$ cat config.mk
export PLATFORM = sky130hd
export DESIGN_NAME = mpf_rsp_router
export DESIGN_NICKNAME = d
export VERILOG_FILES = /design/src/mpf_fifo_lutram.sv /design/src/mpf_rsp_router.sv
export SDC_FILE = /design/constraint.sdc
export NUM_CORES = 1
export LEC_CHECK = 0
export BUFFER_PORTS_ARGS = -buffer_cell sky130_fd_sc_hd__buf_4
export CAP_MARGIN = 20
export CORE_MARGIN = 4
export CORE_UTILIZATION = 35
export CTS_CLUSTER_DIAMETER = 200
export DETAILED_ROUTE_END_ITERATION = 6
export SLEW_MARGIN = 20
export SYNTH_ARGS = -nofsm -noshare
export SYNTH_HDL_FRONTEND = slang
export SYNTH_HIERARCHICAL = 1
export SYNTH_SLANG_ARGS = --single-unit
export TNS_END_PERCENT = 30
$ cat constraint.sdc
create_clock -name clk -period 2.4 [get_ports clk]
set_input_delay 0.12 -clock clk [delete_from_list [all_inputs] [get_ports clk]]
set_output_delay 0.12 -clock clk [all_outputs]
set_load 0.005 [all_outputs]
$ cat src/mpf_fifo_lutram.sv
`timescale 1ns/1ns

// FIFO built on distributed RAM with registered level flags
// The head entry is visible on first without a dequeue
module mpf_fifo_lutram
#(
    parameter int N_DATA_BITS = 32,
    parameter int N_ENTRIES = 8,
    parameter int THRESHOLD = 1
)
(
    input  logic                   clk,
    input  logic                   reset_n,

    input  logic [N_DATA_BITS-1:0] enq_data,
    input  logic                   enq_en,
    output logic                   not_full,
    output logic                   almost_full,

    output logic [N_DATA_BITS-1:0] first,
    input  logic                   deq_en,
    output logic                   not_empty
);

    // Index width covers a single entry FIFO as well
    localparam int IDX_BITS = (N_ENTRIES > 1) ? $clog2(N_ENTRIES) : 1;
    // The count must represent both zero and N_ENTRIES
    localparam int CNT_BITS = $clog2(N_ENTRIES + 1);

    logic [N_DATA_BITS-1:0] data [0:N_ENTRIES-1];

    logic [IDX_BITS-1:0] wr_idx;
    logic [IDX_BITS-1:0] rd_idx;

    logic [CNT_BITS-1:0] valid_cnt;
    logic [CNT_BITS-1:0] valid_cnt_next;

    // Head of the queue, read asynchronously from the LUT storage
    assign first = data[rd_idx];

    // Storage is written at the tail and holds no reset
    always_ff @(posedge clk)
    begin
        if (enq_en)
        begin
            data[wr_idx] <= enq_data;
        end
    end

    // Both indices wrap at N_ENTRIES so any depth works
    always_ff @(posedge clk)
    begin
        if (!reset_n)
        begin
            wr_idx <= '0;
            rd_idx <= '0;
        end
        else
        begin
            if (enq_en)
            begin
                wr_idx <= (wr_idx == IDX_BITS'(N_ENTRIES - 1)) ? '0 : wr_idx + 1'b1;
            end
            if (deq_en)
            begin
                rd_idx <= (rd_idx == IDX_BITS'(N_ENTRIES - 1)) ? '0 : rd_idx + 1'b1;
            end
        end
    end

    // An enqueue and a dequeue in the same cycle cancel out
    always_comb
    begin
        valid_cnt_next = valid_cnt;
        if (enq_en && !deq_en)
        begin
            valid_cnt_next = valid_cnt + 1'b1;
        end
        else if (deq_en && !enq_en)
        begin
            valid_cnt_next = valid_cnt - 1'b1;
        end
    end

    // Flags are computed from the next count so they line up with it
    // almost_full means THRESHOLD or fewer slots remain free
    always_ff @(posedge clk)
    begin
        if (!reset_n)
        begin
            valid_cnt <= '0;
            not_full <= 1'b1;
            almost_full <= 1'b0;
            not_empty <= 1'b0;
        end
        else
        begin
            valid_cnt <= valid_cnt_next;
            not_full <= (valid_cnt_next != CNT_BITS'(N_ENTRIES));
            almost_full <= (valid_cnt_next >= CNT_BITS'(N_ENTRIES - THRESHOLD));
            not_empty <= (valid_cnt_next != '0);
        end
    end

    // The producer must honor not_full from the previous edge
    a_no_overflow : assert property (@(posedge clk) disable iff (!reset_n)
        enq_en |-> not_full)
        else $error("mpf_fifo_lutram: enqueue to a full FIFO");

    // The consumer must honor not_empty from the previous edge
    a_no_underflow : assert property (@(posedge clk) disable iff (!reset_n)
        deq_en |-> not_empty)
        else $error("mpf_fifo_lutram: dequeue from an empty FIFO");

endmodule

$ cat src/mpf_rsp_router.sv
`timescale 1ns/1ns

// Steers returning read data into the response FIFO of its channel
// The FIFOs' almost-full levels go back to the arbiter as read back-pressure
module mpf_rsp_router
#(
    parameter int N_CHANNELS = 2,
    parameter int DATA_BITS = 32,
    parameter int RSP_ENTRIES = 4
)
(
    input  logic                                 clk,
    input  logic                                 reset_n,

    input  logic                                 rd_valid,
    input  logic [((N_CHANNELS > 1) ? $clog2(N_CHANNELS) : 1)-1:0] rd_chan,
    input  logic [DATA_BITS-1:0]                 rd_data,

    input  logic [N_CHANNELS-1:0]                rsp_deq,
    output logic [N_CHANNELS-1:0][DATA_BITS-1:0] rsp_data,
    output logic [N_CHANNELS-1:0]                rsp_not_empty,
    output logic [N_CHANNELS-1:0]                rsp_almost_full
);

    localparam int CHAN_BITS = (N_CHANNELS > 1) ? $clog2(N_CHANNELS) : 1;

    logic [N_CHANNELS-1:0] rsp_enq;
    logic [N_CHANNELS-1:0] rsp_not_full;

    // The channel tag selects exactly one FIFO to receive the word
    always_comb
    begin
        for (int i = 0; i < N_CHANNELS; i++)
        begin
            rsp_enq[i] = rd_valid && (rd_chan == CHAN_BITS'(i));
        end
    end

    // Threshold of two covers the read already between grant and enqueue
    // when almost_full is first seen by the arbiter
    for (genvar i = 0; i < N_CHANNELS; i++)
    begin : g_rsp_fifo
        mpf_fifo_lutram
        #(
            .N_DATA_BITS (DATA_BITS),
            .N_ENTRIES   (RSP_ENTRIES),
            .THRESHOLD   (2)
        )
        rsp_fifo
        (
            .clk         (clk),
            .reset_n     (reset_n),
            .enq_data    (rd_data),
            .enq_en      (rsp_enq[i]),
            .not_full    (rsp_not_full[i]),
            .almost_full (rsp_almost_full[i]),
            .first       (rsp_data[i]),
            .deq_en      (rsp_deq[i]),
            .not_empty   (rsp_not_empty[i])
        );
    end

    // The arbiter's read throttling must keep room for every returning word
    // and the tag must name a real channel
    a_rsp_room : assert property (@(posedge clk) disable iff (!reset_n)
        rd_valid |-> ((int'(rd_chan) < N_CHANNELS) && rsp_not_full[rd_chan]))
        else $error("mpf_rsp_router: read data returned to a full or missing FIFO");

endmodule

==> impl_metrics.py, run 1 <==
metrics = {
    "global_route": {
        "grt_max_degree": 33,
        "grt_pass1_vias": 5326,
        "grt_usage_pct": 12.34,
        "grt_pass1_wl_mm": 31.51,
        "gr-total-overflow": 0,
        "grt_antenna_before_repair": 0,
    },
    "yosys": {
        "synth_warnings": 6,
        "syn_nets": 510,
        "postSynthAreaPerCell_um2": 22.63,
        "syn_inst": 458,
        "syn_area_mm2": 0.01037,
    },
    "power_and_ir_drop": {
        "powerDensity_mw_per_mm2": 848.0,
        "ir_worst_vdd_uv": 600.0,
        "cellLeakagePower_nw": 4.461,
    },
    "die": {
        "die_w_um": 180.1,
        "start_util_pct": 35.83,
        "io_pins": 106,
        "rows": 62,
        "die_y_um": 180.1,
        "coreArea_mm2": 0.02894,
        "die_area_mm2": 0.03243,
    },
    "place": {
        "io_buffer_count": 105,
        "gp_congestion": 0.7059,
        "pre_cts_ws_ps": 729.3,
        "dpl.hpwl_mm": 13.27,
    },
    "sta": {
        "finalClockSkew_ps": 13.79,
        "rsz0062_at_grt": "no",
        "fmax_mhz": 488.7,
        "fin_ws_ps": 353.7,
        "slew_viol_final": 0,
        "final.period_utilization_pct": 85.26,
        "finalSetupTns_ps": 0,
        "min_period_ps": 2046,
        "worst_pin_slew_ps": 529.1,
        "relSlewSlack_pct": 64.72,
        "finalHoldViolCount": 0,
        "setup_viol": 0,
    },
    "run": {
        "drv_cap": 0,
    },
    "drt": {
        "first_pass_iters": 4,
        "vias": 4904,
        "post-route-drc-count": 0,
        "viasPerCell": 4.743,
        "wl_per_cell_um": 19.51,
        "antenna_left": 0,
        "wirelength_mm": 20.17,
        "initialDrtViolationCount": 281,
    },
    "layout": {
        "area_growth_pct": 26.16,
        "final_nets": 680,
        "n_antenna_cell": 0,
        "drive_gt1_share_pct": 38.00,
        "fin_util_pct": 45.20,
        "fill_cells": 2420,
        "seqCellArea_mm2": 0.008133,
        "multi_input_area_mm2": 0.002096,
    },
    "clock_network": {
        "hold_buffers": 35,
        "clkTransAtPathRegs_ps": 60,
        "cts_buffers": 28,
        "clock_latency_ps": 530,
        "clk_path_buf_depth": 3,
        "cts_root_buf": "clkbuf_16",
        "cts_setup_buffers": 0,
        "cts_tree": "built",
        "cts.sinks": 278,
        "htree_levels": 1,
        "cts_resized": 0,
    },
    "setup_path": {
        "end_kind": "primary output",
        "crit_path_start_kind": "register",
        "r2r-end": "g_rsp_fifo[1].rsp_fifo/not_empty",
        "reg2reg_from": "g_rsp_fifo[1].rsp_fifo/valid_cnt[0]",
        "path_class": "reg2out",
        "reg2reg_depth": 6,
        "arrival_ps": 1930,
        "r2r_slack_ps": 760,
        "cp_max_fo": 32,
        "crit_end": "rsp_data[6]",
        "required_ps": 2280,
    },
    "worst_hold_path": {
        "worstHoldPathType": "in2reg",
    },
    "run_status": {
        "outcome": "finished, final reports clean",
    },
}
## registers in the layout (all words and copies together), names as in the netlist, named ones only
register                         count
g_rsp_fifo.rsp_fifo/wr_idx           4
g_rsp_fifo.rsp_fifo/data           256
g_rsp_fifo.rsp_fifo/not_empty        2
g_rsp_fifo.rsp_fifo/valid_cnt        6
g_rsp_fifo.rsp_fifo/almost_full      2
g_rsp_fifo.rsp_fifo/rd_idx           4
## report_power, final
| group | switching (W) | leakage (nW) | internal (W) | total (W) |
|---|---|---|---|---|
| sequential | 0.0000536 | 2.51 | 0.00542 | 0.00548 |
| combinational | 0.000441 | 1.46 | 0.000514 | 0.000955 |
| clock | 0.00172 | 0.496 | 0.00294 | 0.00466 |
## per-stage QoR
step                      area [µm²]  cells  hold WS, ps  power (W)
final                          13080   1034        211.5    0.01109
after global routing           13080   1034        259.3    0.01151
after CTS                      13080   1034        191.2    0.01122
after detailed placement       11720    947        363.8   0.006517
after global placement         11720    947        355.8   0.006482
after floorplan                10370    458        218.9   0.006029
## cell type report
cell class	count	share of cell area (%)
Inverter	12	0.3444
Multi-Input combinational cell	150	16.03
Sequential cell	278	62.19
Tap cell	384	3.674
Clock inverter	22	2.162
Timing Repair Buffer	158	10.03
Clock buffer	30	5.578
## layer usage
metal  vias up  global-route usage (%)  wire length (µm)  part of all wire, %
li1       2220                       -                 -                    -
met1      2542                   16.88              8825                   44
met2       112                   20.70             10120                   50
met3        30                   2.362               872                  4.3
met4         0                   2.874               350                  1.7
met5         -                       0                 0                    0
## layout by cell type, fill, tap and decap left out, drive strengths merged, types with 4 or more instances in the layout
cell type,count
edfxtp,256
buf,123
mux4,64
dlygate4sd3,35
clkbuf,30
dfxtp,22
nor2,16
ha,14
clkinv,14
inv,12
and2,11
mux2i,8
bufinv,7
nor3,6
a211oi,4
and3b,4
## worst min path at each step
stage,startpoint,end,slack (ps),depth (start not counted)
final,rd_valid,g_rsp_fifo[0].rsp_fifo/wr_idx[0],210,4
after global placement,rd_data[18],g_rsp_fifo[0].rsp_fifo/data[0][18],360,1
after detailed placement,rd_data[30],g_rsp_fifo[0].rsp_fifo/data[2][30],360,1
after global routing,rd_valid,g_rsp_fifo[0].rsp_fifo/wr_idx[1],260,4
after floorplan,rd_data[0],g_rsp_fifo[0].rsp_fifo/data[0][0],220,0
after CTS,rd_valid,g_rsp_fifo[0].rsp_fifo/wr_idx[0],190,4
## critical path: stages (launching register included)
cell and delay [ps]:
dfxtp_2 340, buf_12 270, mux4_2 600, buf_4 170
Power figures use the tool's default switching activity.
==> inputs of run 2 (changes only) <==
CELL_PAD_IN_SITES_DETAIL_PLACEMENT = 0   (was not set)
CELL_PAD_IN_SITES_GLOBAL_PLACEMENT = 1   (was not set)
PLACE_DENSITY_LB_ADDON = 0.1   (was not set)
==> run 2 against run 1 <==
Critical endpoint is now rsp_data[42]. Critical path type unchanged. Via count grew 3.5%. Die area did not move. Clock skew decreased by 7.7 ps. Routed wire length is 12% higher. Global-route usage grew 1.4 points. First-iteration DRC count shrank 3.2%.
==> impl_metrics.py, run 2 (synthesized netlist as in run 1, its figures left out) <==
metrics = {
    "run_status": {
        "outcome": "finished, final reports clean",
    },
    "global_route": {
        "grt_max_degree": 23,
        "grt_usage_pct": 13.78,
        "grt_pass1_vias": 5445,
        "grt_antenna_before_repair": 0,
        "grt_pass1_wl_mm": 34.26,
        "gr-total-overflow": 0,
    },
    "drt": {
        "wirelength_mm": 22.56,
        "wl_per_cell_um": 21.61,
        "initialDrtViolationCount": 272,
        "first_pass_iters": 5,
        "post-route-drc-count": 0,
        "viasPerCell": 4.862,
        "antenna_left": 0,
        "vias": 5076,
    },
    "setup_path": {
        "required_ps": 2280,
        "path_class": "reg2out",
        "max_stage_delay_ps": 600,
        "cpMaxStageDelayCell": "dfxtp_2",
        "cp_max_fo": 12,
        "crit_chain": "buf_12 -> mux4_2 -> buf_4",
        "arrival_ps": 2080,
        "crit_path_start_kind": "register",
        "r2r_slack_ps": 660,
        "end_kind": "primary output",
        "reg2reg_depth": 4,
    },
    "sta": {
        "relSlewSlack_pct": 54.81,
        "rsz0062_at_grt": "no",
        "min_period_ps": 2205,
        "setup_viol": 0,
        "finalClockSkew_ps": 6.067,
        "worst_pin_slew_ps": 677.8,
        "fin_ws_ps": 195.4,
        "finalSetupTns_ps": 0,
        "finalHoldViolCount": 0,
        "final.period_utilization_pct": 91.86,
        "slew_viol_final": 0,
        "fmax_mhz": 453.6,
    },
    "clock_network": {
        "cts_setup_buffers": 0,
        "cts_resized": 0,
        "hold_buffers": 35,
        "cts.sinks": 278,
        "clk_path_buf_depth": 3,
        "clock_latency_ps": 540,
        "htree_levels": 1,
        "cts_root_buf": "clkbuf_16",
        "cts_buffers": 30,
        "cts_tree": "built",
        "clkTransAtPathRegs_ps": 60,
    },
    "layout": {
        "fill_cells": 2511,
        "largest-register": "g_rsp_fifo.rsp_fifo/data",
        "fin_cells": 1044,
        "largest_reg_flops": 256,
        "drive_gt1_share_pct": 38.03,
        "area_growth_pct": 25.95,
        "n_antenna_cell": 0,
        "layout_common_cells": "edfxtp_1 (256), buf_4 (128), mux4_2 (64), dlygate4sd3_1 (35), clkbuf_16 (31)",
        "largestRegisters": "g_rsp_fifo.rsp_fifo/data: 256 flops, g_rsp_fifo.rsp_fifo/valid_cnt: 6 flops",
        "final_nets": 689,
        "final_common_cell": "edfxtp_1",
    },
    "die": {
        "coreArea_mm2": 0.02894,
        "start_util_pct": 35.83,
        "die_w_um": 180.1,
        "io_pins": 106,
        "die_y_um": 180.1,
        "rows": 62,
        "die_area_mm2": 0.03243,
    },
    "power_and_ir_drop": {
        "cellLeakagePower_nw": 4.466,
        "powerDensity_mw_per_mm2": 827.8,
        "ir_worst_vdd_uv": 524.0,
    },
    "worst_hold_path": {
        "hold_depth": 5,
        "worstHoldPathType": "in2reg",
    },
    "place": {
        "dpl.hpwl_mm": 14.06,
        "pre_cts_ws_ps": 622.9,
        "dp.cells": 954,
        "io_buffer_count": 105,
        "gp_congestion": 0.7233,
    },
    "run": {
        "drv_cap": 0,
    },
}
run 2: changes by cell type in the layout (fill, tap and decap cells not counted), sizes merged:
| cell | before | now |
|---|---|---|
| clkinv | 14 | 6 |
| buf | 123 | 130 |
| inv | 12 | 13 |
| clkbuf | 30 | 47 |
| bufinv | 7 | 1 |
| clkinvlp | 1 | 0 |
run 2: stage by stage:
step | util, % | area (µm²) | power (W) | hold WS, ps
after floorplan | - | 10370 | 0.006029 | 218.9
after global placement | 40.63 | 11760 | 0.006521 | 357.2
after detailed placement | 40.63 | 11760 | 0.006538 | 364.8
after CTS | 45.12 | 13060 | 0.01098 | 218.3
after global routing | 45.12 | 13060 | 0.01125 | 258.1
final | 45.12 | 13060 | 0.01081 | 238.2
run 2: layout make-up:
cell class / count / area, µm² / share of cell area (%)
clock buffers: 47 / 885.9 / 6.785
well taps: 384 / 480.5 / 3.680
flip-flops and latches: 278 / 8133 / 62.29
multi-input cells: 150 / 2096 / 16.05
clock inverters: 8 / 65.06 / 0.4983
repair buffers: 165 / 1351 / 10.35
inverters: 12 / 45.04 / 0.3450
run 2: worst max-delay path: cells and delay by family (launching register included):
| kind | cells | cell delay [ps] |
|---|---|---|
| flip-flops | 1 | 600 |
| buffers and inverters | 2 | 390 |
| multiplexers | 1 | 540 |
run 2: power breakdown:
group / switching, W / leakage (nW) / internal [W]
registers: 0.0000654 / 2.51 / 0.00542
clock network: 0.00174 / 0.466 / 0.00262
logic: 0.000442 / 1.49 / 0.000521
total: 0.00224 / 4.47 / 0.00857
run 2: layer usage:
layer,up-vias,track usage (%),part of all wire (%)
li1,2244,-,-
met1,2682,19.31,45
met2,112,22.61,48
met3,38,2.523,4.1
met4,0,3.388,2.2
met5,-,0,0
run 2: path summary, 6_finish.rpt:
| kind | to | start |
|---|---|---|
| max reg2reg | g_rsp_fifo[1].rsp_fifo/data[2][23] | g_rsp_fifo[1].rsp_fifo/wr_idx[0] |
| min reg2reg | register | g_rsp_fifo[0].rsp_fifo/rd_idx[0] |
| max | rsp_data[42] | register |
| min | g_rsp_fifo[1].rsp_fifo/wr_idx[1] | rd_chan |
