<file path="src/mpf_fifo_lutram.sv">
`timescale 1ns/1ns

// FIFO built on distributed RAM with registered level flags
// The head entry is visible on first without a dequeue
module mpf_fifo_lutram
#(
    parameter int N_DATA_BITS = 32,
    parameter int N_ENTRIES = 8,
    parameter int THRESHOLD = 1
)
(
    input  logic                   clk,
    input  logic                   reset_n,

    input  logic [N_DATA_BITS-1:0] enq_data,
    input  logic                   enq_en,
    output logic                   not_full,
    output logic                   almost_full,

    output logic [N_DATA_BITS-1:0] first,
    input  logic                   deq_en,
    output logic                   not_empty
);

    // Index width covers a single entry FIFO as well
    localparam int IDX_BITS = (N_ENTRIES > 1) ? $clog2(N_ENTRIES) : 1;
    // The count must represent both zero and N_ENTRIES
    localparam int CNT_BITS = $clog2(N_ENTRIES + 1);

    logic [N_DATA_BITS-1:0] data [0:N_ENTRIES-1];

    logic [IDX_BITS-1:0] wr_idx;
    logic [IDX_BITS-1:0] rd_idx;

    logic [CNT_BITS-1:0] valid_cnt;
    logic [CNT_BITS-1:0] valid_cnt_next;

    // Head of the queue, read asynchronously from the LUT storage
    assign first = data[rd_idx];

    // Storage is written at the tail and holds no reset
    always_ff @(posedge clk)
    begin
        if (enq_en)
        begin
            data[wr_idx] <= enq_data;
        end
    end

    // Both indices wrap at N_ENTRIES so any depth works
    always_ff @(posedge clk)
    begin
        if (!reset_n)
        begin
            wr_idx <= '0;
            rd_idx <= '0;
        end
        else
        begin
            if (enq_en)
            begin
                wr_idx <= (wr_idx == IDX_BITS'(N_ENTRIES - 1)) ? '0 : wr_idx + 1'b1;
            end
            if (deq_en)
            begin
                rd_idx <= (rd_idx == IDX_BITS'(N_ENTRIES - 1)) ? '0 : rd_idx + 1'b1;
            end
        end
    end

    // An enqueue and a dequeue in the same cycle cancel out
    always_comb
    begin
        valid_cnt_next = valid_cnt;
        if (enq_en && !deq_en)
        begin
            valid_cnt_next = valid_cnt + 1'b1;
        end
        else if (deq_en && !enq_en)
        begin
            valid_cnt_next = valid_cnt - 1'b1;
        end
    end

    // Flags are computed from the next count so they line up with it
    // almost_full means THRESHOLD or fewer slots remain free
    always_ff @(posedge clk)
    begin
        if (!reset_n)
        begin
            valid_cnt <= '0;
            not_full <= 1'b1;
            almost_full <= 1'b0;
            not_empty <= 1'b0;
        end
        else
        begin
            valid_cnt <= valid_cnt_next;
            not_full <= (valid_cnt_next != CNT_BITS'(N_ENTRIES));
            almost_full <= (valid_cnt_next >= CNT_BITS'(N_ENTRIES - THRESHOLD));
            not_empty <= (valid_cnt_next != '0);
        end
    end

    // The producer must honor not_full from the previous edge
    a_no_overflow : assert property (@(posedge clk) disable iff (!reset_n)
        enq_en |-> not_full)
        else $error("mpf_fifo_lutram: enqueue to a full FIFO");

    // The consumer must honor not_empty from the previous edge
    a_no_underflow : assert property (@(posedge clk) disable iff (!reset_n)
        deq_en |-> not_empty)
        else $error("mpf_fifo_lutram: dequeue from an empty FIFO");

endmodule

</file>
<file path="config.mk">
export PLATFORM = sky130hd
export DESIGN_NAME = mpf_fifo_lutram
export DESIGN_NICKNAME = d
export VERILOG_FILES = /design/src/mpf_fifo_lutram.sv
export SDC_FILE = /design/constraint.sdc
export NUM_CORES = 1
export LEC_CHECK = 0
export ABC_AREA = 1
export BUFFER_PORTS_ARGS = -buffer_cell sky130_fd_sc_hd__buf_2
export CAP_MARGIN = 5
export CORE_MARGIN = 2
export CORE_UTILIZATION = 54
export CTS_CLUSTER_DIAMETER = 60
export DETAILED_ROUTE_END_ITERATION = 6
export MAX_ROUTING_LAYER = met4
export PLACE_DENSITY = 0.77
export SYNTH_ARGS = -nofsm -noshare
export SYNTH_HDL_FRONTEND = slang
export SYNTH_SLANG_ARGS = --single-unit
</file>
<file path="constraint.sdc">
create_clock -name clk -period 2.33 [get_ports clk]
set_clock_uncertainty 0.05 [all_clocks]
set_input_delay 0.466 -clock clk [delete_from_list [all_inputs] [get_ports clk]]
set_output_delay 0.466 -clock clk [all_outputs]
set_load 0.03 [all_outputs]
</file>
==> impl_metrics.py, run 1 <==
metrics = {
    "outcome": {
        "status": "finished, violations left",
        "violations": "negative setup slack",
    },
    "synth": {
        "synth_edf_count": 256,
        "ys_warn_count": 0,
        "synth-seq-cells": 272,
        "yosys.cell_count.top_type": "edfxtp_1",
        "synthFlopType": "edfxtp_1",
        "synth_common_cells": "256 x edfxtp_1, 209 x nor2_1, 130 x o21ai_0",
        "seq_area_frac_synth": 0.743,
        "synth_top_cell_area_share": 0.713,
        "synth_largest_area_cell": "edfxtp_1",
        "netlist_instances": 895,
        "synth-async-reset-ratio": 0,
        "synth.area.top_cells": "edfxtp_1 71%, nor2_1 7.3%, o21ai_0 6.0%",
        "syn_area_um2": 10800,
        "avgSynthCellArea_um2": 12.0,
        "syn_nets": 937,
        "ys_types": 22,
    },
    "setup_path": {
        "r2r_setup_slack_ns": 0.75,
        "reg2reg_to": "data[0][31]$_DFFE_PP_",
        "end_kind": "output port",
        "crit_required_ns": 1.81,
        "cp_max_fo": 8,
        "rr_worst_depth": 4,
        "r2r_start": "wr_idx[0]$_SDFFE_PN0P_",
        "critical_path_class": "reg -> out",
        "critPathLaunchType": "register",
        "arrival_ns": 1.93,
    },
    "power": {
        "power_density_nw_per_um2": 840,
        "leakage_nw": 4.70,
        "ir_worst_vdd_mv": 0.670,
    },
    "floorplanning": {
        "fp-row-count": 51,
        "die-width_um": 145,
        "floorplan.initialDensity": 0.552,
        "dieArea_um2": 21100,
        "fp.dieH_um": 145,
        "ios": 71,
        "core_um2": 19500,
    },
    "place": {
        "dpl.hpwl_mm": 11.9,
        "portBuffers": 70,
        "dp_slack_ns": 0.318,
        "gp_congestion": 0.782,
    },
    "clock_network": {
        "cts_tree": "done",
        "cts_buffers": 26,
        "cts-root-buf": "clkbuf_16",
        "clock_path_buffers": 3,
        "h-tree-depth": 1,
        "clk_transition_reported_paths_ns": 0.06,
        "cts_hold_buf": 0,
        "clock-sinks": 272,
        "clock_latency_ns": 0.52,
    },
    "sta": {
        "slew-limit-headroom": 0.676,
        "finalMaxSlewViolations": 0,
        "hold_viol_final": 0,
        "rsz0062_at_grt": "yes",
        "timing.hold.ws_ns": 0.154,
        "setup_violations": 32,
        "tightestPinTransition_ns": 0.483,
        "final.period_utilization": 1.05,
        "fin_crit_ns": 2.45,
        "max_freq_ghz": 0.409,
        "fin_ws_ns": -0.117,
    },
    "final_layout": {
        "drive_gt1_frac": 0.202,
        "area_growth_pct": 21.4,
        "regArea_um2": 8020,
        "multiInputGateArea_um2": 2600,
        "nNetsFinal": 1029,
        "num-fill-cells": 1379,
    },
    "global_route": {
        "antenna_found_initial": 1,
        "grt_pass1_wl_mm": 36.7,
        "gr-total-overflow": 0,
        "track_usage": 0.228,
        "grt_max_degree": 53,
        "grt_pass1_vias": 6938,
    },
    "hold_path": {
        "hold_end": "data[6][18]$_DFFE_PP_",
        "hold_path_startpoint": "enq_data[18]",
        "worst_hold_path.num_cells": 1,
        "hp-class": "in -> reg",
    },
    "drt": {
        "finalWirelength_mm": 23.9,
        "drtPass1Iterations": 5,
        "drc_errors": 0,
        "vias": 7009,
        "viasPerCell": 5.50,
        "antenna_left": 0,
        "wire_per_inst_um": 18.8,
        "initialDrtViolationCount": 616,
    },
    "flow_run": {
        "drv_cap": 0,
    },
}
## through the flow
step           instance area, um^2   util  cells  TNS (ns)  power, mW
2_1_floorplan                10800      -    895    -16.84       6.42
3_3_place_gp                 11600  0.592   1208         0       6.77
3_5_place_dp                 11600  0.592   1208         0       6.80
4_1_cts                      13000  0.665   1270     -1.44       11.0
5_1_grt                      13100  0.670   1273     -4.95       11.4
6_report                     13100  0.670   1274     -1.91       11.0
## worst max-delay path by stage
stage / from / to / slack (ns) / cells after the start
after floorplan: enq_en / data[5][0]$_DFFE_PP_ / -0.08 / 2
after global placement: register / first[7] / 0.37 / 7
after detailed placement: register / first[8] / 0.32 / 7
after CTS: register / first[8] / -0.07 / 8
after global routing: register / first[5] / -0.21 / 9
final: register / first[0] / -0.12 / 9
## cell usage in the layout (no fill, tap or decap), types with 8 or more instances in the layout
cell and count:
clkbuf_16 28, nand2_1 118, clkinv_2 8, buf_16 13, nor2_4 14, buf_12 10
nand3_1 9, inv_1 16, edfxtp_1 256, o21ai_0 73, nor2_1 177, dfxtp_1 14
o21ai_1 116, buf_2 39, nor2_2 18, buf_6 20, nand2_2 11, buf_4 28
## flip-flops by register name (all words and copies together), names as in the netlist, named ones only
signal,cells
almost_full,1
data,256
not_empty,1
not_full,1
rd_idx,3
valid_cnt,4
wr_idx,3
## power breakdown
group	leakage (nW)	total, mW	switching [mW]	internal (mW)
logic	1.84	1.50	0.944	0.561
clock network	0.397	3.95	1.72	2.23
registers	2.46	5.54	0.0517	5.49
## per-layer routing
metal  wire (um)  global-route usage  up-vias
li1            -                   -     3320
met1        9700               0.281     3367
met2       12100               0.386      276
met3        1500              0.0336       46
met4         609              0.0814        0
met5           0                   -        -
## cells by family after synthesis
group	Yosys count	synth area share
fa+ha+maj	6	0.00696
compound gates	200	0.0931
flops	272	0.743
buf+inv	68	0.0343
simple gates	349	0.123
## critical path, cell delays in order (launching register included)
cell and delay [ns]:
dfxtp_4 0.36, buf_12 0.14, buf_8 0.14, buf_16 0.15
buf_4 0.14, o21ai_2 0.09, o21ai_1 0.08, nand2_1 0.09
nand2_2 0.07, buf_6 0.14
## area by class of cell
| type | count | area share |
|---|---|---|
| timing repair buffer | 114 | 0.0962 |
| tap | 265 | 0.0253 |
| clock buffer | 33 | 0.0533 |
| clock inverter | 15 | 0.00746 |
| inverter | 18 | 0.00612 |
| antenna | 2 | 0.000382 |
| sequential | 272 | 0.612 |
| multi-input combinational | 555 | 0.199 |
## repair_timing
| item | 4_1_cts | 5_1_grt |
|---|---|---|
| resized for setup | 148 | 36 |
| pin swaps | 3 | 8 |
| buffers inserted | 5 | 1 |
| gates cloned | 9 | 1 |
| setup endpoints to repair | 32 | 32 |
No activity file was read; power rests on OpenSTA's default activity.
==> run 2: changes to the inputs <==
--- a/config.mk
+++ b/config.mk
@@ -14,6 +14,7 @@
 export DETAILED_ROUTE_END_ITERATION = 6
 export MAX_ROUTING_LAYER = met4
 export PLACE_DENSITY = 0.77
+export RECOVER_POWER = 100
 export SYNTH_ARGS = -nofsm -noshare
 export SYNTH_HDL_FRONTEND = slang
 export SYNTH_SLANG_ARGS = --single-unit
==> run 2 against run 1 <==
  * The run still ends with negative setup slack left
  * Die area unchanged
  * Clock-buffer cell count unchanged
  * Core utilization decreased by 0.96 points
==> impl_metrics.py, run 2 (synthesis results as in run 1) <==
metrics = {
    "power": {
        "leakage_nw": 4.56,
        "power.total_mw": 11.0,
        "ir_worst_vdd_mv": 0.675,
        "sw_frac_of_total": 0.247,
        "power.internal_mw": 8.26,
        "comb_power_share": 0.135,
        "clkPwrFrac": 0.360,
        "power_density_nw_per_um2": 851,
        "power_switching_mw": 2.71,
        "pwr-share-seq": 0.505,
    },
    "setup_path": {
        "critPathLaunchType": "register",
        "critical_path_class": "reg -> out",
        "cp_max_fo": 8,
        "crit_required_ns": 1.81,
        "end_kind": "output port",
        "rr_worst_depth": 4,
        "r2r_start": "wr_idx[1]$_SDFFE_PN0P_",
        "arrival_ns": 1.93,
    },
    "floorplanning": {
        "floorplan.initialDensity": 0.552,
        "ios": 71,
        "core_um2": 19500,
        "die-width_um": 145,
        "fp.dieH_um": 145,
        "fp-row-count": 51,
        "dieArea_um2": 21100,
    },
    "sta": {
        "rsz0062_at_grt": "yes",
        "hold_viol_final": 0,
        "tightestPinTransition_ns": 1.11,
        "timing.hold.ws_ns": 0.188,
        "finalMaxSlewViolations": 0,
        "fin_crit_ns": 2.45,
        "setup_violations": 32,
        "final.period_utilization": 1.05,
        "fin_ws_ns": -0.117,
        "max_freq_ghz": 0.409,
        "slew-limit-headroom": 0.260,
    },
    "clock_network": {
        "clk_transition_reported_paths_ns": 0.06,
        "clock_latency_ns": 0.52,
        "cts_tree": "done",
        "cts_hold_buf": 0,
        "h-tree-depth": 1,
        "cts-root-buf": "clkbuf_16",
        "clock_path_buffers": 3,
        "clock-sinks": 272,
        "cts_buffers": 26,
    },
    "final_layout": {
        "num-fill-cells": 1408,
        "nNetsFinal": 1029,
        "layout_common_cells": "256 x edfxtp_1, 182 x nor2_1, 118 x nand2_1, 116 x o21ai_1, 73 x o21ai_0",
        "drive_gt1_frac": 0.157,
        "largest_register": "data",
        "final_common_cell": "edfxtp_1",
        "post-route-util": 0.661,
        "antenna_cells": 0,
        "largest_register_ffs": 256,
        "top_regs": "data (256), valid_cnt (4)",
        "area_growth_pct": 19.6,
    },
    "global_route": {
        "gr-total-overflow": 0,
        "grt_pass1_vias": 6938,
        "antenna_found_initial": 0,
        "grt_max_degree": 53,
        "track_usage": 0.228,
        "grt_pass1_wl_mm": 36.7,
    },
    "flow_run": {
        "drv_cap": 0,
    },
    "place": {
        "dpl.hpwl_mm": 11.9,
        "portBuffers": 70,
        "gp_congestion": 0.782,
    },
    "hold_path": {
        "worst_hold_path.num_cells": 3,
        "hold_path_startpoint": "reset_n",
        "hp-class": "in -> reg",
    },
    "drt": {
        "drtPass1Iterations": 5,
        "viasPerCell": 5.51,
        "drc_errors": 0,
        "antenna_left": 0,
        "wire_per_inst_um": 18.9,
        "vias": 7015,
        "initialDrtViolationCount": 568,
        "finalWirelength_mm": 24.0,
    },
    "outcome": {
        "violations": "negative setup slack",
        "status": "finished, violations left",
    },
}
==> run 2: metal layers <==
metal,vias to the layer above,share of wire,global-route usage
met3,53,0.066,0.0336
met2,289,0.51,0.386
met4,0,0.026,0.0814
met1,3355,0.40,0.281
li1,3318,-,-
met5,-,0,-
==> run 2: stage by stage <==
| step | worst slack (ns) | setup TNS (ns) | cells | cell area (um^2) |
|---|---|---|---|---|
| floorplan | -0.0831 | -16.84 | 895 | 10800 |
| global placement | 0.375 | 0 | 1208 | 11600 |
| detailed placement | 0.318 | 0 | 1208 | 11600 |
| CTS | -0.0676 | -1.44 | 1270 | 13000 |
| global route | -0.209 | -4.95 | 1272 | 12900 |
| finish | -0.117 | -1.90 | 1272 | 12900 |
==> run 2: worst max-delay path, stage by stage, from the launching register on <==
cell and delay [ns]:
dfxtp_4 0.36, buf_12 0.14, buf_8 0.14, buf_16 0.15, buf_4 0.14, o21ai_2 0.09
o21ai_1 0.08, nand2_1 0.09, nand2_2 0.07, buf_6 0.14
==> run 2: repair_timing <==
action | CTS | global route
setup endpoints to repair | 32 | 32
buffers inserted | 5 | 1
resized for setup | 148 | 36
cloned | 9 | 1
pin swaps | 3 | 8
==> run 2: power by group through the flow <==
stage          Clock [mW]  Sequential [mW]  Combinational (mW)
3_5_place_dp            0             5.63                1.17
6_report             3.95             5.54                1.48
4_1_cts              3.97             5.54                1.46
2_1_floorplan           0             5.64               0.781
3_3_place_gp            0             5.63                1.14
5_1_grt              4.21             5.55                1.60
==> run 2: final timing paths <==
path / slack [ns] / to
max: -0.12 / first[0]
min reg2reg: 0.43 / register
max reg2reg: 0.36 / data[4][0]$_DFFE_PP_
min: 0.19 / wr_idx[0]$_SDFFE_PN0P_
==> run 2: final cells by class <==
class | count | area [um^2] | area share
clock buffer | 33 | 698 | 0.0541
clock inverter | 15 | 97.6 | 0.00756
inverter | 18 | 80.1 | 0.00621
multi-input combinational | 555 | 2560 | 0.199
sequential | 272 | 8020 | 0.621
tap | 265 | 332 | 0.0257
timing repair buffer | 114 | 1110 | 0.0863
==> run 3: changes to the inputs <==
--- a/config.mk
+++ b/config.mk
@@ -15,6 +15,7 @@
 export MAX_ROUTING_LAYER = met4
 export PLACE_DENSITY = 0.77
 export RECOVER_POWER = 100
+export REMOVE_ABC_BUFFERS = 1
 export SYNTH_ARGS = -nofsm -noshare
 export SYNTH_HDL_FRONTEND = slang
 export SYNTH_SLANG_ARGS = --single-unit
==> run 3 against run 2 <==
  * The run still ends with negative setup slack left
  * Via count increased by 10%
  * Critical path depth decreased by 2
  * Worst setup slack got worse by 0.13 ns
==> impl_metrics.py, run 3 (synthesis results as in run 1) <==
metrics = {
    "outcome": {
        "status": "finished, violations left",
        "violations": "negative setup slack",
    },
    "setup_path": {
        "reg2reg_to": "data[0][6]$_DFFE_PP_",
        "r2r_start": "wr_idx[0]$_SDFFE_PN0P_",
        "critical_path_class": "reg -> out",
        "critPathLaunchType": "register",
        "cp_max_fo": 38,
        "arrival_ns": 2.06,
        "rr_worst_depth": 4,
        "crit_required_ns": 1.81,
        "end_kind": "output port",
        "r2r_setup_slack_ns": 0.26,
    },
    "sta": {
        "final.period_utilization": 1.11,
        "tightestPinTransition_ns": 1.09,
        "setup_violations": 32,
        "rsz0062_at_grt": "yes",
        "slew-limit-headroom": 0.275,
        "fin_ws_ns": -0.250,
        "hold_viol_final": 0,
        "max_freq_ghz": 0.388,
        "fin_crit_ns": 2.58,
        "finalMaxSlewViolations": 0,
    },
    "global_route": {
        "gr-total-overflow": 0,
        "grt_pass1_wl_mm": 39.4,
        "grt_pass1_vias": 7282,
        "antenna_found_initial": 0,
        "grt_max_degree": 46,
        "track_usage": 0.246,
    },
    "final_layout": {
        "antenna_cells": 0,
        "final_common_cell": "edfxtp_1",
        "area_growth_pct": 23.6,
        "largest_register_ffs": 256,
        "num-fill-cells": 1273,
        "regArea_um2": 8020,
        "instances_no_fill": 1297,
        "nNetsFinal": 1056,
        "largest_register": "data",
        "top_regs": "data (256), valid_cnt (4)",
        "layout_common_cells": "256 x edfxtp_1, 183 x nor2_1, 116 x nand2_1, 90 x o21ai_1, 86 x o21ai_0",
        "multiInputGateArea_um2": 2640,
        "drive_gt1_frac": 0.192,
    },
    "floorplanning": {
        "ios": 71,
        "fp-row-count": 51,
        "floorplan.initialDensity": 0.552,
        "dieArea_um2": 21100,
        "core_um2": 19500,
        "die-width_um": 145,
        "fp.dieH_um": 145,
    },
    "power": {
        "power_density_nw_per_um2": 855,
        "power.total_mw": 11.4,
        "leakage_nw": 4.76,
        "ir_worst_vdd_mv": 0.493,
    },
    "drt": {
        "finalWirelength_mm": 28.7,
        "drc_errors": 0,
        "vias": 7742,
        "antenna_left": 0,
        "drtPass1Iterations": 6,
        "wire_per_inst_um": 22.1,
        "viasPerCell": 5.97,
        "initialDrtViolationCount": 926,
    },
    "hold_path": {
        "hold_path_startpoint": "reset_n",
        "hold_end": "wr_idx[2]$_SDFFE_PN0P_",
        "worst_hold_path.num_cells": 3,
        "hp-class": "in -> reg",
    },
    "place": {
        "gp_congestion": 0.812,
        "dp_slack_ns": 0.331,
        "placed_cells": 1207,
        "portBuffers": 70,
        "dpl.hpwl_mm": 11.7,
    },
    "clock_network": {
        "cts_hold_buf": 0,
        "clock-sinks": 272,
        "clock_latency_ns": 0.53,
        "h-tree-depth": 1,
        "cts_buffers": 27,
        "cts_tree": "done",
        "clk_transition_reported_paths_ns": 0.06,
        "cts-root-buf": "clkbuf_16",
        "clock_path_buffers": 3,
    },
    "flow_run": {
        "drv_cap": 0,
    },
}
[run 3: final cells by class]
class	count	area share
repair buffers	140	0.106
clock inverters	8	0.00676
flip-flops and latches	272	0.602
multi-input cells	555	0.198
inverters	18	0.00601
clock buffers	39	0.0563
well taps	265	0.0249
[run 3: worst max path at each step]
stage                   from   endpoint  slack (ns)  depth (start not counted)
floorplan           register   first[0]       -3.07                          5
global route        register  first[29]       -0.35                          7
finish              register  first[29]       -0.25                          7
global placement    register  first[20]        0.37                          6
detailed placement  register  first[24]        0.33                          6
CTS                 register  first[25]       -0.12                          9
[run 3: critical path, cell delays in order (launching register included)]
cell,delay (ns)
dfxtp_4,0.46
clkinv_8,0.12
buf_12,0.19
o21ai_0,0.28
o21ai_0,0.17
nand2_1,0.08
nand2_1,0.05
buf_4,0.16
[run 3: where the power goes]
group,internal [mW],total (mW),switching [mW]
Sequential,5.49,5.56,0.0657
Clock,2.44,4.20,1.76
Combinational,0.620,1.64,1.02
[run 3: stage by stage]
step	utilization	setup TNS [ns]	cell area [um^2]	hold slack, ns
after floorplan	-	-115.70	10500	0.406
after global placement	0.592	0	11600	0.429
after detailed placement	0.592	0	11600	0.429
after CTS	0.666	-2.77	13000	0.141
after global routing	0.682	-7.37	13300	0.205
final	0.682	-4.78	13300	0.185
[run 3: timing repair]
item / CTS / global route
resized for setup: 116 / 86
pin swaps: 10 / 33
endpoints found under the setup margin: 32 / 32
setup buffers: 13 / 16
gates cloned: 8 / 11
[run 3: metal layers]
metal	wire length, um	global-route usage	vias to the layer above
met2	14300	0.378	528
met5	0	-	-
met4	854	0.101	0
li1	-	-	3388
met1	10500	0.326	3747
met3	3090	0.0459	79
