===== config.mk =====
export PLATFORM = sky130hd
export DESIGN_NAME = mpf_rr_arbiter
export DESIGN_NICKNAME = d
export VERILOG_FILES = /design/src/mpf_pkg.sv /design/src/mpf_rr_arbiter.sv
export SDC_FILE = /design/constraint.sdc
export NUM_CORES = 1
export LEC_CHECK = 0
export BUFFER_PORTS_ARGS = -buffer_cell sky130_fd_sc_hd__clkbuf_2
export CORE_MARGIN = 1.5
export CORE_UTILIZATION = 44
export DETAILED_ROUTE_END_ITERATION = 10
export PLACE_DENSITY_LB_ADDON = 0.12
export SYNTH_ARGS = -nofsm -noshare
export SYNTH_HDL_FRONTEND = slang
export SYNTH_SLANG_ARGS = --single-unit

===== constraint.sdc =====
create_clock -name clk -period 2.5 [get_ports clk]
set_clock_uncertainty 0.05 [all_clocks]
set_input_delay 0.375 -clock clk [delete_from_list [all_inputs] [get_ports clk]]
set_output_delay 0.375 -clock clk [all_outputs]
set_load 0.01 [all_outputs]

===== src/mpf_pkg.sv =====
// Definitions shared by the memory shim RTL and its testbench
package mpf_pkg;

    // Request opcode carried in the top bit of each request FIFO word
    typedef enum logic [0:0]
    {
        OP_READ  = 1'b0,
        OP_WRITE = 1'b1
    }
    t_mem_op;

    // Arbiter state, tracking whether the previous cycle issued a request
    typedef enum logic [0:0]
    {
        ARB_IDLE  = 1'b0,
        ARB_ISSUE = 1'b1
    }
    t_arb_state;

    // Default address width, giving a 256 word shared memory
    localparam int DEF_ADDR_BITS = 8;

    // Default width of one memory word
    localparam int DEF_DATA_BITS = 32;

    // Default number of requester channels
    localparam int DEF_N_CHANNELS = 2;

    // Default depth of each channel's request FIFO
    localparam int DEF_REQ_ENTRIES = 8;

    // Default depth of each channel's response FIFO
    // Four entries leave room for the one read that may be in flight
    // when the arbiter sees almost-full
    localparam int DEF_RSP_ENTRIES = 4;

endpackage


===== src/mpf_rr_arbiter.sv =====
`timescale 1ns/1ns

// Round-robin arbiter granting one channel's head request per cycle
// The grant, the dequeue strobe and the memory command are all combinational
module mpf_rr_arbiter
#(
    parameter int N_CHANNELS = 2,
    parameter int ADDR_BITS = 8,
    parameter int DATA_BITS = 32
)
(
    input  logic                                  clk,
    input  logic                                  reset_n,

    input  logic [N_CHANNELS-1:0]                 head_valid,
    input  mpf_pkg::t_mem_op [N_CHANNELS-1:0]     head_op,
    input  logic [N_CHANNELS-1:0][ADDR_BITS-1:0]  head_addr,
    input  logic [N_CHANNELS-1:0][DATA_BITS-1:0]  head_wdata,
    input  logic [N_CHANNELS-1:0]                 rsp_almost_full,

    output logic [N_CHANNELS-1:0]                 deq_en,
    output logic                                  mem_en,
    output mpf_pkg::t_mem_op                      mem_op,
    output logic [ADDR_BITS-1:0]                  mem_addr,
    output logic [DATA_BITS-1:0]                  mem_wdata,
    output logic [((N_CHANNELS > 1) ? $clog2(N_CHANNELS) : 1)-1:0] mem_chan
);

    localparam int CHAN_BITS = (N_CHANNELS > 1) ? $clog2(N_CHANNELS) : 1;

    logic [N_CHANNELS-1:0] eligible;
    logic                  grant_valid;
    logic [CHAN_BITS-1:0]  grant_chan;
    logic [CHAN_BITS-1:0]  last_grant;

    mpf_pkg::t_arb_state   arb_state;

    // Writes never return data, so only reads wait on response space
    always_comb
    begin
        for (int i = 0; i < N_CHANNELS; i++)
        begin
            eligible[i] = head_valid[i] &&
                          ((head_op[i] == mpf_pkg::OP_WRITE) || !rsp_almost_full[i]);
        end
    end

    // Search starts one past the last winner and wraps around once
    // The last winner itself is checked last
    always_comb
    begin
        int cand;
        grant_valid = 1'b0;
        grant_chan = last_grant;
        for (int k = 1; k <= N_CHANNELS; k++)
        begin
            cand = int'(last_grant) + k;
            if (cand >= N_CHANNELS)
            begin
                cand = cand - N_CHANNELS;
            end
            if (!grant_valid && eligible[cand])
            begin
                grant_valid = 1'b1;
                grant_chan = CHAN_BITS'(cand);
            end
        end
    end

    // The winner's head is dequeued at the same edge the memory acts on it
    always_comb
    begin
        for (int i = 0; i < N_CHANNELS; i++)
        begin
            deq_en[i] = grant_valid && (grant_chan == CHAN_BITS'(i));
        end
    end

    assign mem_en = grant_valid;
    assign mem_op = head_op[grant_chan];
    assign mem_addr = head_addr[grant_chan];
    assign mem_wdata = head_wdata[grant_chan];
    assign mem_chan = grant_chan;

    // Channel 0 wins first after reset since the pointer starts at the top
    always_ff @(posedge clk)
    begin
        if (!reset_n)
        begin
            last_grant <= CHAN_BITS'(N_CHANNELS - 1);
            arb_state <= mpf_pkg::ARB_IDLE;
        end
        else
        begin
            if (grant_valid)
            begin
                last_grant <= grant_chan;
            end
            arb_state <= grant_valid ? mpf_pkg::ARB_ISSUE : mpf_pkg::ARB_IDLE;
        end
    end

    // At most one request FIFO is popped per cycle
    a_deq_onehot : assert property (@(posedge clk) disable iff (!reset_n)
        $onehot0(deq_en))
        else $error("mpf_rr_arbiter: more than one channel dequeued");

    // The channel popped in the previous cycle yields to any other eligible channel
    a_rr_rotates : assert property (@(posedge clk) disable iff (!reset_n)
        ((arb_state == mpf_pkg::ARB_ISSUE) && ($countones(eligible) > 1))
        |-> ((deq_en & $past(deq_en)) == '0))
        else $error("mpf_rr_arbiter: channel granted twice while others waited");

endmodule


==> reports/metrics.cfg, run 1 <==
[run_status]
outcome = completed

[route]
dr.pass1.iters = 6
routedWlPerCell_um = 13.3
wirelength_mm = 5.47
vias = 2303
antenna_left = 0
via_per_inst = 5.60
drt_iter0_markers = 207
drc_errors = 0

[critical_path]
cp-start-kind = input port
crit_slowest_cell = a221o_1
critPathTopFamily = buffers and inverters
critical_path_class = in2out
path_max_fanout = 24
worstPathRequired_ns = 2.08
crit_path_end_kind = output pin
crit_buf_inv = 3
cp_cell_sequence = clkbuf_2 -> nor2b_2 -> buf_4 -> nor2_1 -> a221o_1 -> clkbuf_2
slowest_delay_ns = 0.37
cp_common_cell = clkbuf_2
arrival_ns = 1.51

[synthesis]
synth_top_cell_area_share_pct = 28.0
ys.flop_type = dfxtp_1
synth-seq-area-share_pct = 1.18
avgSynthCellArea_um2 = 6.66
synthCells = 255
synth-edff-count = 0
synth.distinct_cells = 25
synth_most_common_cell = o21ai_0
synth.top_cells.by_count = o21ai_0, nor2b_1, nand3_1
synth_top_area_cell = o211ai_2
syn-num-nets = 343
async_flop_share_pct = 0
synth_seq_cells = 1
syn_area_um2 = 1700
synth_area_leaders = o211ai_2, o21ai_0, nor2b_1
yosysWarnings = 0

[pwr]
peakVddDrop_mv = 0.129
powerDensity_nw_per_um2 = 229
p_int_w = 0.000246
power_frac_clock_pct = 0
switchingPower_w = 0.000282
sequentialPowerShare_pct = 4.4
power_w = 0.000527
p_sw_share_pct = 53.4
leakage_nw = 1.09
p_comb_share_pct = 95.6

[place]
post-dp-hpwl_mm = 3.86
port_buffers = 132
place_congestion = 0.809

[timing]
finalSetupViolCount = 0
final.setup.tns_ns = 0
hold_ws_ns = 0.504
max_slew.worst_pin.slew_ns = 0.441
slew_violations = 0
relSlewSlack_pct = 70.6
finalCritPeriodShare_pct = 77.5
fin_crit_ns = 1.94
grt_setup_unrepaired = no
max_freq_ghz = 0.516
hold_viol = 0

[clock_tree]
cts_hold_buf = 0
path_clk_slew_ns = 0
post_cts_resized = 0
cts_setup_buffers = 0
clk-insertion-delay-late_ns = 0

[cells_and_area]
top_register = last_grant
diodes = 0
largest_register_ff_count = 1
drive_gt1_share_pct = 52.1
fillerInstances = 365
syn2layout_area_growth_pct = 35.5
finalNetCount = 453
biggestRegsByFlops = last_grant: 1 flops

[grt]
grt_usage_pct = 24.1
grt-ovfl-total = 0
grt_pass1_wl_mm = 8.69
grt_max_degree = 43
antenna_found_initial = 0
grt_pass1_vias = 2109

[floorplan]
fp.dieH_um = 65.1
die_area_um2 = 4240
ios = 133
die_w_um = 65.1
initial_core_util_pct = 46.1
core_area_um2 = 3690
rows = 22

[flow_run]
drv_cap = 0

[worst_hold_path]
min_path_type = in2reg

## cells in the final DEF, fill, tap and decap left out
master and count:
o221a_2 1, o21ba_2 1, nor2b_1 41, nand2_4 1, nor2b_4 1, nand2_1 2, o211ai_1 2, nor2b_2 1
and2_1 1, or2b_1 1, inv_2 1, o21ai_1 1, a221o_1 1, nand3_1 40, nor2_1 3, clkbuf_2 132
buf_4 12, nand2b_1 1, o21ai_0 80, o311a_1 1, dfxtp_2 1, o211ai_2 38
## worst register-to-register path: cells and delay by family (launching register included)
family             cells  cell delay (ns)
and+or+nand+nor        2             0.61
AOI/OAI and AO/OA      1             0.11
DFF                    1             0.47
## through the flow
step | area, um^2 | cells | utilization, % | setup WS (ns)
after floorplan | 1700 | 255 | - | 0.943
after global placement | 2300 | 411 | 62.4 | 0.579
after detailed placement | 2300 | 411 | 62.4 | 0.545
after CTS | 2300 | 411 | 62.4 | 0.551
after global routing | 2300 | 411 | 62.4 | 0.459
final | 2300 | 411 | 62.4 | 0.563
## power by group through the flow
stage	Combinational [W]	Sequential, W	Clock (W)
final	0.000504	0.0000231	0
after global routing	0.000552	0.0000235	0
after CTS	0.000507	0.0000230	0
after detailed placement	0.000505	0.0000230	0
after global placement	0.000501	0.0000228	0
after floorplan	0.000327	0.0000178	0
## path summary, 6_finish.rpt
check                      from         end  slack [ns]  cells past startpoint
max reg2reg          last_grant  last_grant        1.13                      3
min                     reset_n  last_grant        0.50                      2
min reg2reg          last_grant  last_grant        1.01                      3
max          rsp_almost_full[0]      mem_op        0.56                      6
## area by class of cell
| class | instances | area, um^2 | area share, % |
|---|---|---|---|
| Sequential cell | 1 | 21.3 | 0.924 |
| Tap cell | 48 | 60.1 | 2.61 |
| Inverter | 1 | 3.75 | 0.163 |
| Timing Repair Buffer | 144 | 751 | 32.6 |
| Multi-Input combinational cell | 217 | 1470 | 63.7 |
## per-layer routing
metal,global-route usage (%),share of wire (%)
met5,0,0
met2,48.1,51
met3,1.54,5.4
met4,3.65,0.79
met1,28.5,43
## cell families after synthesis
group           after synthesis  synth area share [%]
flops                         1                  1.18
compound gates              125                  55.2
simple gates                 92                  31.1
buf+inv                      37                  12.5
Power figures use the tool's default switching activity.
==> inputs of run 2 (changes only) <==
--- a/config.mk
+++ b/config.mk
@@ -7,7 +7,7 @@
 export LEC_CHECK = 0
 export BUFFER_PORTS_ARGS = -buffer_cell sky130_fd_sc_hd__clkbuf_2
 export CORE_MARGIN = 1.5
-export CORE_UTILIZATION = 44
+export CORE_UTILIZATION = 37
 export DETAILED_ROUTE_END_ITERATION = 10
 export PLACE_DENSITY_LB_ADDON = 0.12
 export SYNTH_ARGS = -nofsm -noshare
==> constraint.sdc (replaced) <==
create_clock -name clk -period 1.75 [get_ports clk]
set_clock_uncertainty 0.05 [all_clocks]
set_input_delay 0.2625 -clock clk [delete_from_list [all_inputs] [get_ports clk]]
set_output_delay 0.2625 -clock clk [all_outputs]
set_load 0.01 [all_outputs]
==> run 2 against run 1 <==
Setup slack worse by 0.41 ns. Largest power group unchanged. First-iteration DRC count fell by 63%. Worst hold slack worse by 0.11 ns. Final cell count increased by 2.7%. Critical path type unchanged. Highest routed layer is now met3. Via count up 0.13%.
==> reports/metrics.cfg, run 2 (synthesized netlist as in run 1, its figures left out) <==
[floorplan]
initial_core_util_pct = 38.8  ; -7.3 points
core_area_um2 = 4380  ; +19%
ios = 133  ; unchanged
fp.dieH_um = 70.8  ; +8.6%
die_area_um2 = 5010  ; +18%
rows = 24  ; +9.1%
die_w_um = 70.8  ; +8.6%

[cells_and_area]
largest_register_ff_count = 1  ; unchanged
diodes = 0  ; unchanged
layout_commonest_cell = clkbuf_2
biggestRegsByFlops = last_grant: 1 flops
syn2layout_area_growth_pct = 40.4
top_register = last_grant
layout_common_cells = clkbuf_2, o21ai_0, nor2b_1
finalNetCount = 460  ; +1.5%
drive_gt1_share_pct = 53.0  ; +0.91 points

[route]
via_per_inst = 5.46  ; -2.5%
routedWlPerCell_um = 13.2  ; -0.72%
dr.pass1.iters = 4  ; -2
drt_iter0_markers = 76  ; -63%
vias = 2306  ; +0.13%
drc_errors = 0  ; unchanged
antenna_left = 0  ; unchanged
wirelength_mm = 5.58  ; +1.9%

[critical_path]
rrSetupSlack_ns = 0.59  ; -0.54 ns
cp_cell_sequence = clkbuf_2 -> nor2b_4 -> o21ba_2 -> buf_4 -> o211ai_2 -> clkbuf_2
critical_path_class = in2out
cp-start-kind = input port
worstPathRequired_ns = 1.44  ; -0.64 ns
crit_slowest_cell = o21ba_2
path_max_fanout = 9  ; -63%
arrival_ns = 1.29  ; -0.22 ns
cp_common_cell = clkbuf_2
crit_path_end_kind = output pin
slowest_delay_ns = 0.27  ; -0.10 ns

[clock_tree]
cts_hold_buf = 0  ; unchanged
path_clk_slew_ns = 0  ; unchanged
clk-insertion-delay-late_ns = 0  ; unchanged
cts_setup_buffers = 0  ; unchanged
post_cts_resized = 0  ; unchanged

[run_status]
outcome = completed

[place]
port_buffers = 132  ; unchanged
place_congestion = 0.782  ; -3.4%
post-dp-hpwl_mm = 4.12  ; +6.7%

[worst_hold_path]
min_path_type = in2reg

[timing]
hold_viol = 0  ; unchanged
hold_ws_ns = 0.390  ; -0.114 ns
finalSetupViolCount = 0  ; unchanged
max_freq_ghz = 0.624
grt_setup_unrepaired = no
finalCritPeriodShare_pct = 91.5
fin_crit_ns = 1.60
max_slew.worst_pin.slew_ns = 0.247  ; -0.194 ns
final.setup.tns_ns = 0  ; unchanged
slew_violations = 0  ; unchanged
relSlewSlack_pct = 83.4  ; +13 points

[grt]
antenna_found_initial = 0  ; unchanged
grt-ovfl-total = 0  ; unchanged
grt_pass1_vias = 2089  ; -0.95%
grt_max_degree = 43  ; unchanged
grt_pass1_wl_mm = 9.20  ; +5.9%
grt_usage_pct = 21.0  ; -3.1 points

[pwr]
powerDensity_nw_per_um2 = 325  ; +42%
leakage_nw = 1.13  ; +3.9%
peakVddDrop_mv = 0.126  ; -2.1%

[flow_run]
drv_cap = 0  ; unchanged

run 2: cell count changes in the layout (fill, tap and decap cells not counted):
cell	delta
buf_12	+2
buf_4	+5
run 2: final cells by class:
class	count	area [um^2]
fill	451	2000
multi-input combinational	217	1470
timing repair buffer	151	828
tap	52	65.1
sequential	1	21.3
inverter	1	3.75
run 2: final timing paths:
| check | start | endpoint | cells after the start |
|---|---|---|---|
| max reg2reg | last_grant | last_grant | 3 |
| min | reset_n | last_grant | 2 |
| max | head_op[1] | mem_wdata[15] | 6 |
| min reg2reg | last_grant | last_grant | 3 |
run 2: per-layer routing:
layer	wire length (um)	up-vias	GRT usage (%)
met1	2450	1033	26.5
met3	399	0	1.85
li1	-	1174	-
met4	0	0	1.47
met2	2730	99	40.1
met5	0	-	0
run 2: worst max-delay path: cells and delay by family:
family	cells	cell delay (ns)
AND/OR/NAND/NOR	1	0.16
AO/OA/AOI/OAI	2	0.37
buffers and inverters	3	0.49
run 2: power by group:
| part | total, W | internal [W] | switching, W |
|---|---|---|---|
| clock | 0 | 0 | 0 |
| combinational | 0.000747 | 0.000347 | 0.000400 |
| sequential | 0.0000289 | 0.0000255 | 0.00000334 |
run 2: metrics by stage:
step / std cells / setup WS (ns) / utilization, % / power, W / instance area (um^2)
2_1_floorplan: 255 / 0.383 / - / 0.000493 / 1700
3_3_place_gp: 422 / 0.163 / 54.4 / 0.000778 / 2380
3_5_place_dp: 422 / 0.141 / 54.4 / 0.000780 / 2380
4_1_cts: 422 / 0.141 / 54.4 / 0.000783 / 2380
5_1_grt: 422 / 0.0663 / 54.4 / 0.000851 / 2380
6_report: 422 / 0.148 / 54.4 / 0.000776 / 2380
==> inputs of run 3 (changes only) <==
--- a/config.mk
+++ b/config.mk
@@ -6,6 +6,7 @@
 export NUM_CORES = 1
 export LEC_CHECK = 0
 export BUFFER_PORTS_ARGS = -buffer_cell sky130_fd_sc_hd__clkbuf_2
+export CORE_ASPECT_RATIO = 2
 export CORE_MARGIN = 1.5
 export CORE_UTILIZATION = 37
 export DETAILED_ROUTE_END_ITERATION = 10
==> run 3 against run 2 <==
Global-route usage grew 2.4 points. Sequential power hardly changed. Register-to-register slack better by 0.04 ns. Final cell count is the same. Critical path depth unchanged. Total power increased by 1.4%. Die area increased by 0.49%. First-iteration DRC count is 41% lower. Design area rose by 0.10%. Critical path type unchanged. Critical endpoint is now mem_wdata[0]. Largest cell class unchanged.
==> reports/metrics.cfg, run 3 (synthesized netlist as in run 1, its figures left out) <==
[route]
wirelength_mm = 6.14  ; +10%
dr.pass1.iters = 4  ; unchanged
drt_iter0_markers = 45  ; -41%
drc_errors = 0  ; unchanged
antenna_left = 0  ; unchanged
via_per_inst = 5.57  ; +1.9%
routedWlPerCell_um = 14.6  ; +10%
vias = 2349  ; +1.9%

[run_status]
outcome = completed

[cells_and_area]
fillerInstances = 502  ; +11%
finalNetCount = 458  ; -0.43%
diodes = 0  ; unchanged
seq_area_um2 = 21.3  ; unchanged
layout_commonest_cell = clkbuf_2
biggestRegsByFlops = last_grant: 1 flops
layout_common_cells = clkbuf_2, o21ai_0, nor2b_1
final_core_util_pct = 54.5  ; +0.088 points
top_register = last_grant
layout.cells.non_filler = 422  ; unchanged
syn2layout_area_growth_pct = 40.5
multi_input_area_um2 = 1470  ; +0.17%
largest_register_ff_count = 1  ; unchanged
final_area_um2 = 2390  ; +0.10%
drive_gt1_share_pct = 53.0  ; about the same

[clock_tree]
post_cts_resized = 0  ; unchanged
clk-insertion-delay-late_ns = 0  ; unchanged
path_clk_slew_ns = 0  ; unchanged
cts_setup_buffers = 0  ; unchanged
cts_hold_buf = 0  ; unchanged

[floorplan]
rows = 34  ; +42%
fp.dieH_um = 98.8  ; +40%
die_w_um = 50.9  ; -28%
core_area_um2 = 4380  ; about the same
ios = 133  ; unchanged
die_area_um2 = 5030  ; +0.49%
initial_core_util_pct = 38.8  ; about the same

[critical_path]
path_max_fanout = 26  ; +17
cp_cell_sequence = clkbuf_2 -> nor2b_2 -> buf_12 -> o21ai_0 -> o211ai_2 -> clkbuf_2
cp.depth = 6  ; unchanged
crit_path_end_kind = output pin
reg2reg_depth = 3  ; unchanged
worstPathRequired_ns = 1.44  ; about the same
arrival_ns = 1.27  ; -0.02 ns
cp-start-kind = input port
crit_buf_inv = 3  ; unchanged
slowest_delay_ns = 0.25  ; -0.02 ns
critical_path_class = in2out
cp_common_cell = clkbuf_2
critPathTopFamily = buffers and inverters
crit_slowest_cell = nor2b_2

[timing]
grt_setup_unrepaired = no
hold_viol = 0  ; unchanged
hold_ws_ns = 0.411  ; +0.0215 ns
finalCritPeriodShare_pct = 90.6  ; -0.89 points
final.setup.tns_ns = 0  ; unchanged
max_freq_ghz = 0.630  ; +0.98%
max_slew.worst_pin.slew_ns = 0.248  ; +0.00117 ns
fin_crit_ns = 1.59  ; -0.0155 ns
slew_violations = 0  ; unchanged
finalSetupViolCount = 0  ; unchanged
relSlewSlack_pct = 83.3  ; about the same

[grt]
grt_pass1_wl_mm = 9.80  ; +6.5%
antenna_found_initial = 0  ; unchanged
grt-ovfl-total = 0  ; unchanged
grt_max_degree = 29  ; -33%
grt_pass1_vias = 2188  ; +4.7%
grt_usage_pct = 23.4  ; +2.4 points

[place]
dpl.cell_count = 422  ; unchanged
place_congestion = 0.819  ; +4.8%
post-dp-hpwl_mm = 4.69  ; +14%
port_buffers = 132  ; unchanged
post_dp_cell_area_um2 = 2390  ; +0.10%

[pwr]
powerDensity_nw_per_um2 = 329  ; +1.3%
peakVddDrop_mv = 0.218  ; +73%
leakage_nw = 1.12  ; -0.56%

[worst_hold_path]
min_path_type = in2reg
hold_depth = 2  ; unchanged

[flow_run]
drv_cap = 0  ; unchanged

[run 3: cell types whose count changed in the layout (fill, tap and decap cells not counted), sizes merged]
cell,change
buf,-2
[run 3: layout make-up]
cell class | instances | share of cell area, %
Tap cell | 54 | 2.83
Inverter | 1 | 0.157
Multi-Input combinational cell | 217 | 61.5
Timing Repair Buffer | 149 | 34.6
Sequential cell | 1 | 0.891
[run 3: per-layer routing]
metal	vias up	GRT usage, %	routed length (um)
li1	1170	-	-
met1	1095	26.3	2380
met2	78	46.8	3400
met3	6	1.21	279
met4	0	2.91	81
met5	-	0	0
[run 3: power by group]
part	internal (W)	switching, W
sequential	0.0000255	0.00000322
combinational	0.000346	0.000412
clock	0	0
total	0.000372	0.000415
[run 3: path summary, 6_finish.rpt]
check	startpoint	endpoint	slack, ns
min	reset_n	last_grant	0.41
max	rsp_almost_full[0]	mem_wdata[0]	0.16
min reg2reg	last_grant	last_grant	0.88
max reg2reg	last_grant	last_grant	0.63
[run 3: stage by stage]
| step | power [W] | worst slack (ns) |
|---|---|---|
| finish | 0.000787 | 0.164 |
| global route | 0.000858 | 0.0668 |
| CTS | 0.000793 | 0.155 |
| detailed placement | 0.000791 | 0.155 |
| global placement | 0.000784 | 0.166 |
| floorplan | 0.000493 | 0.383 |
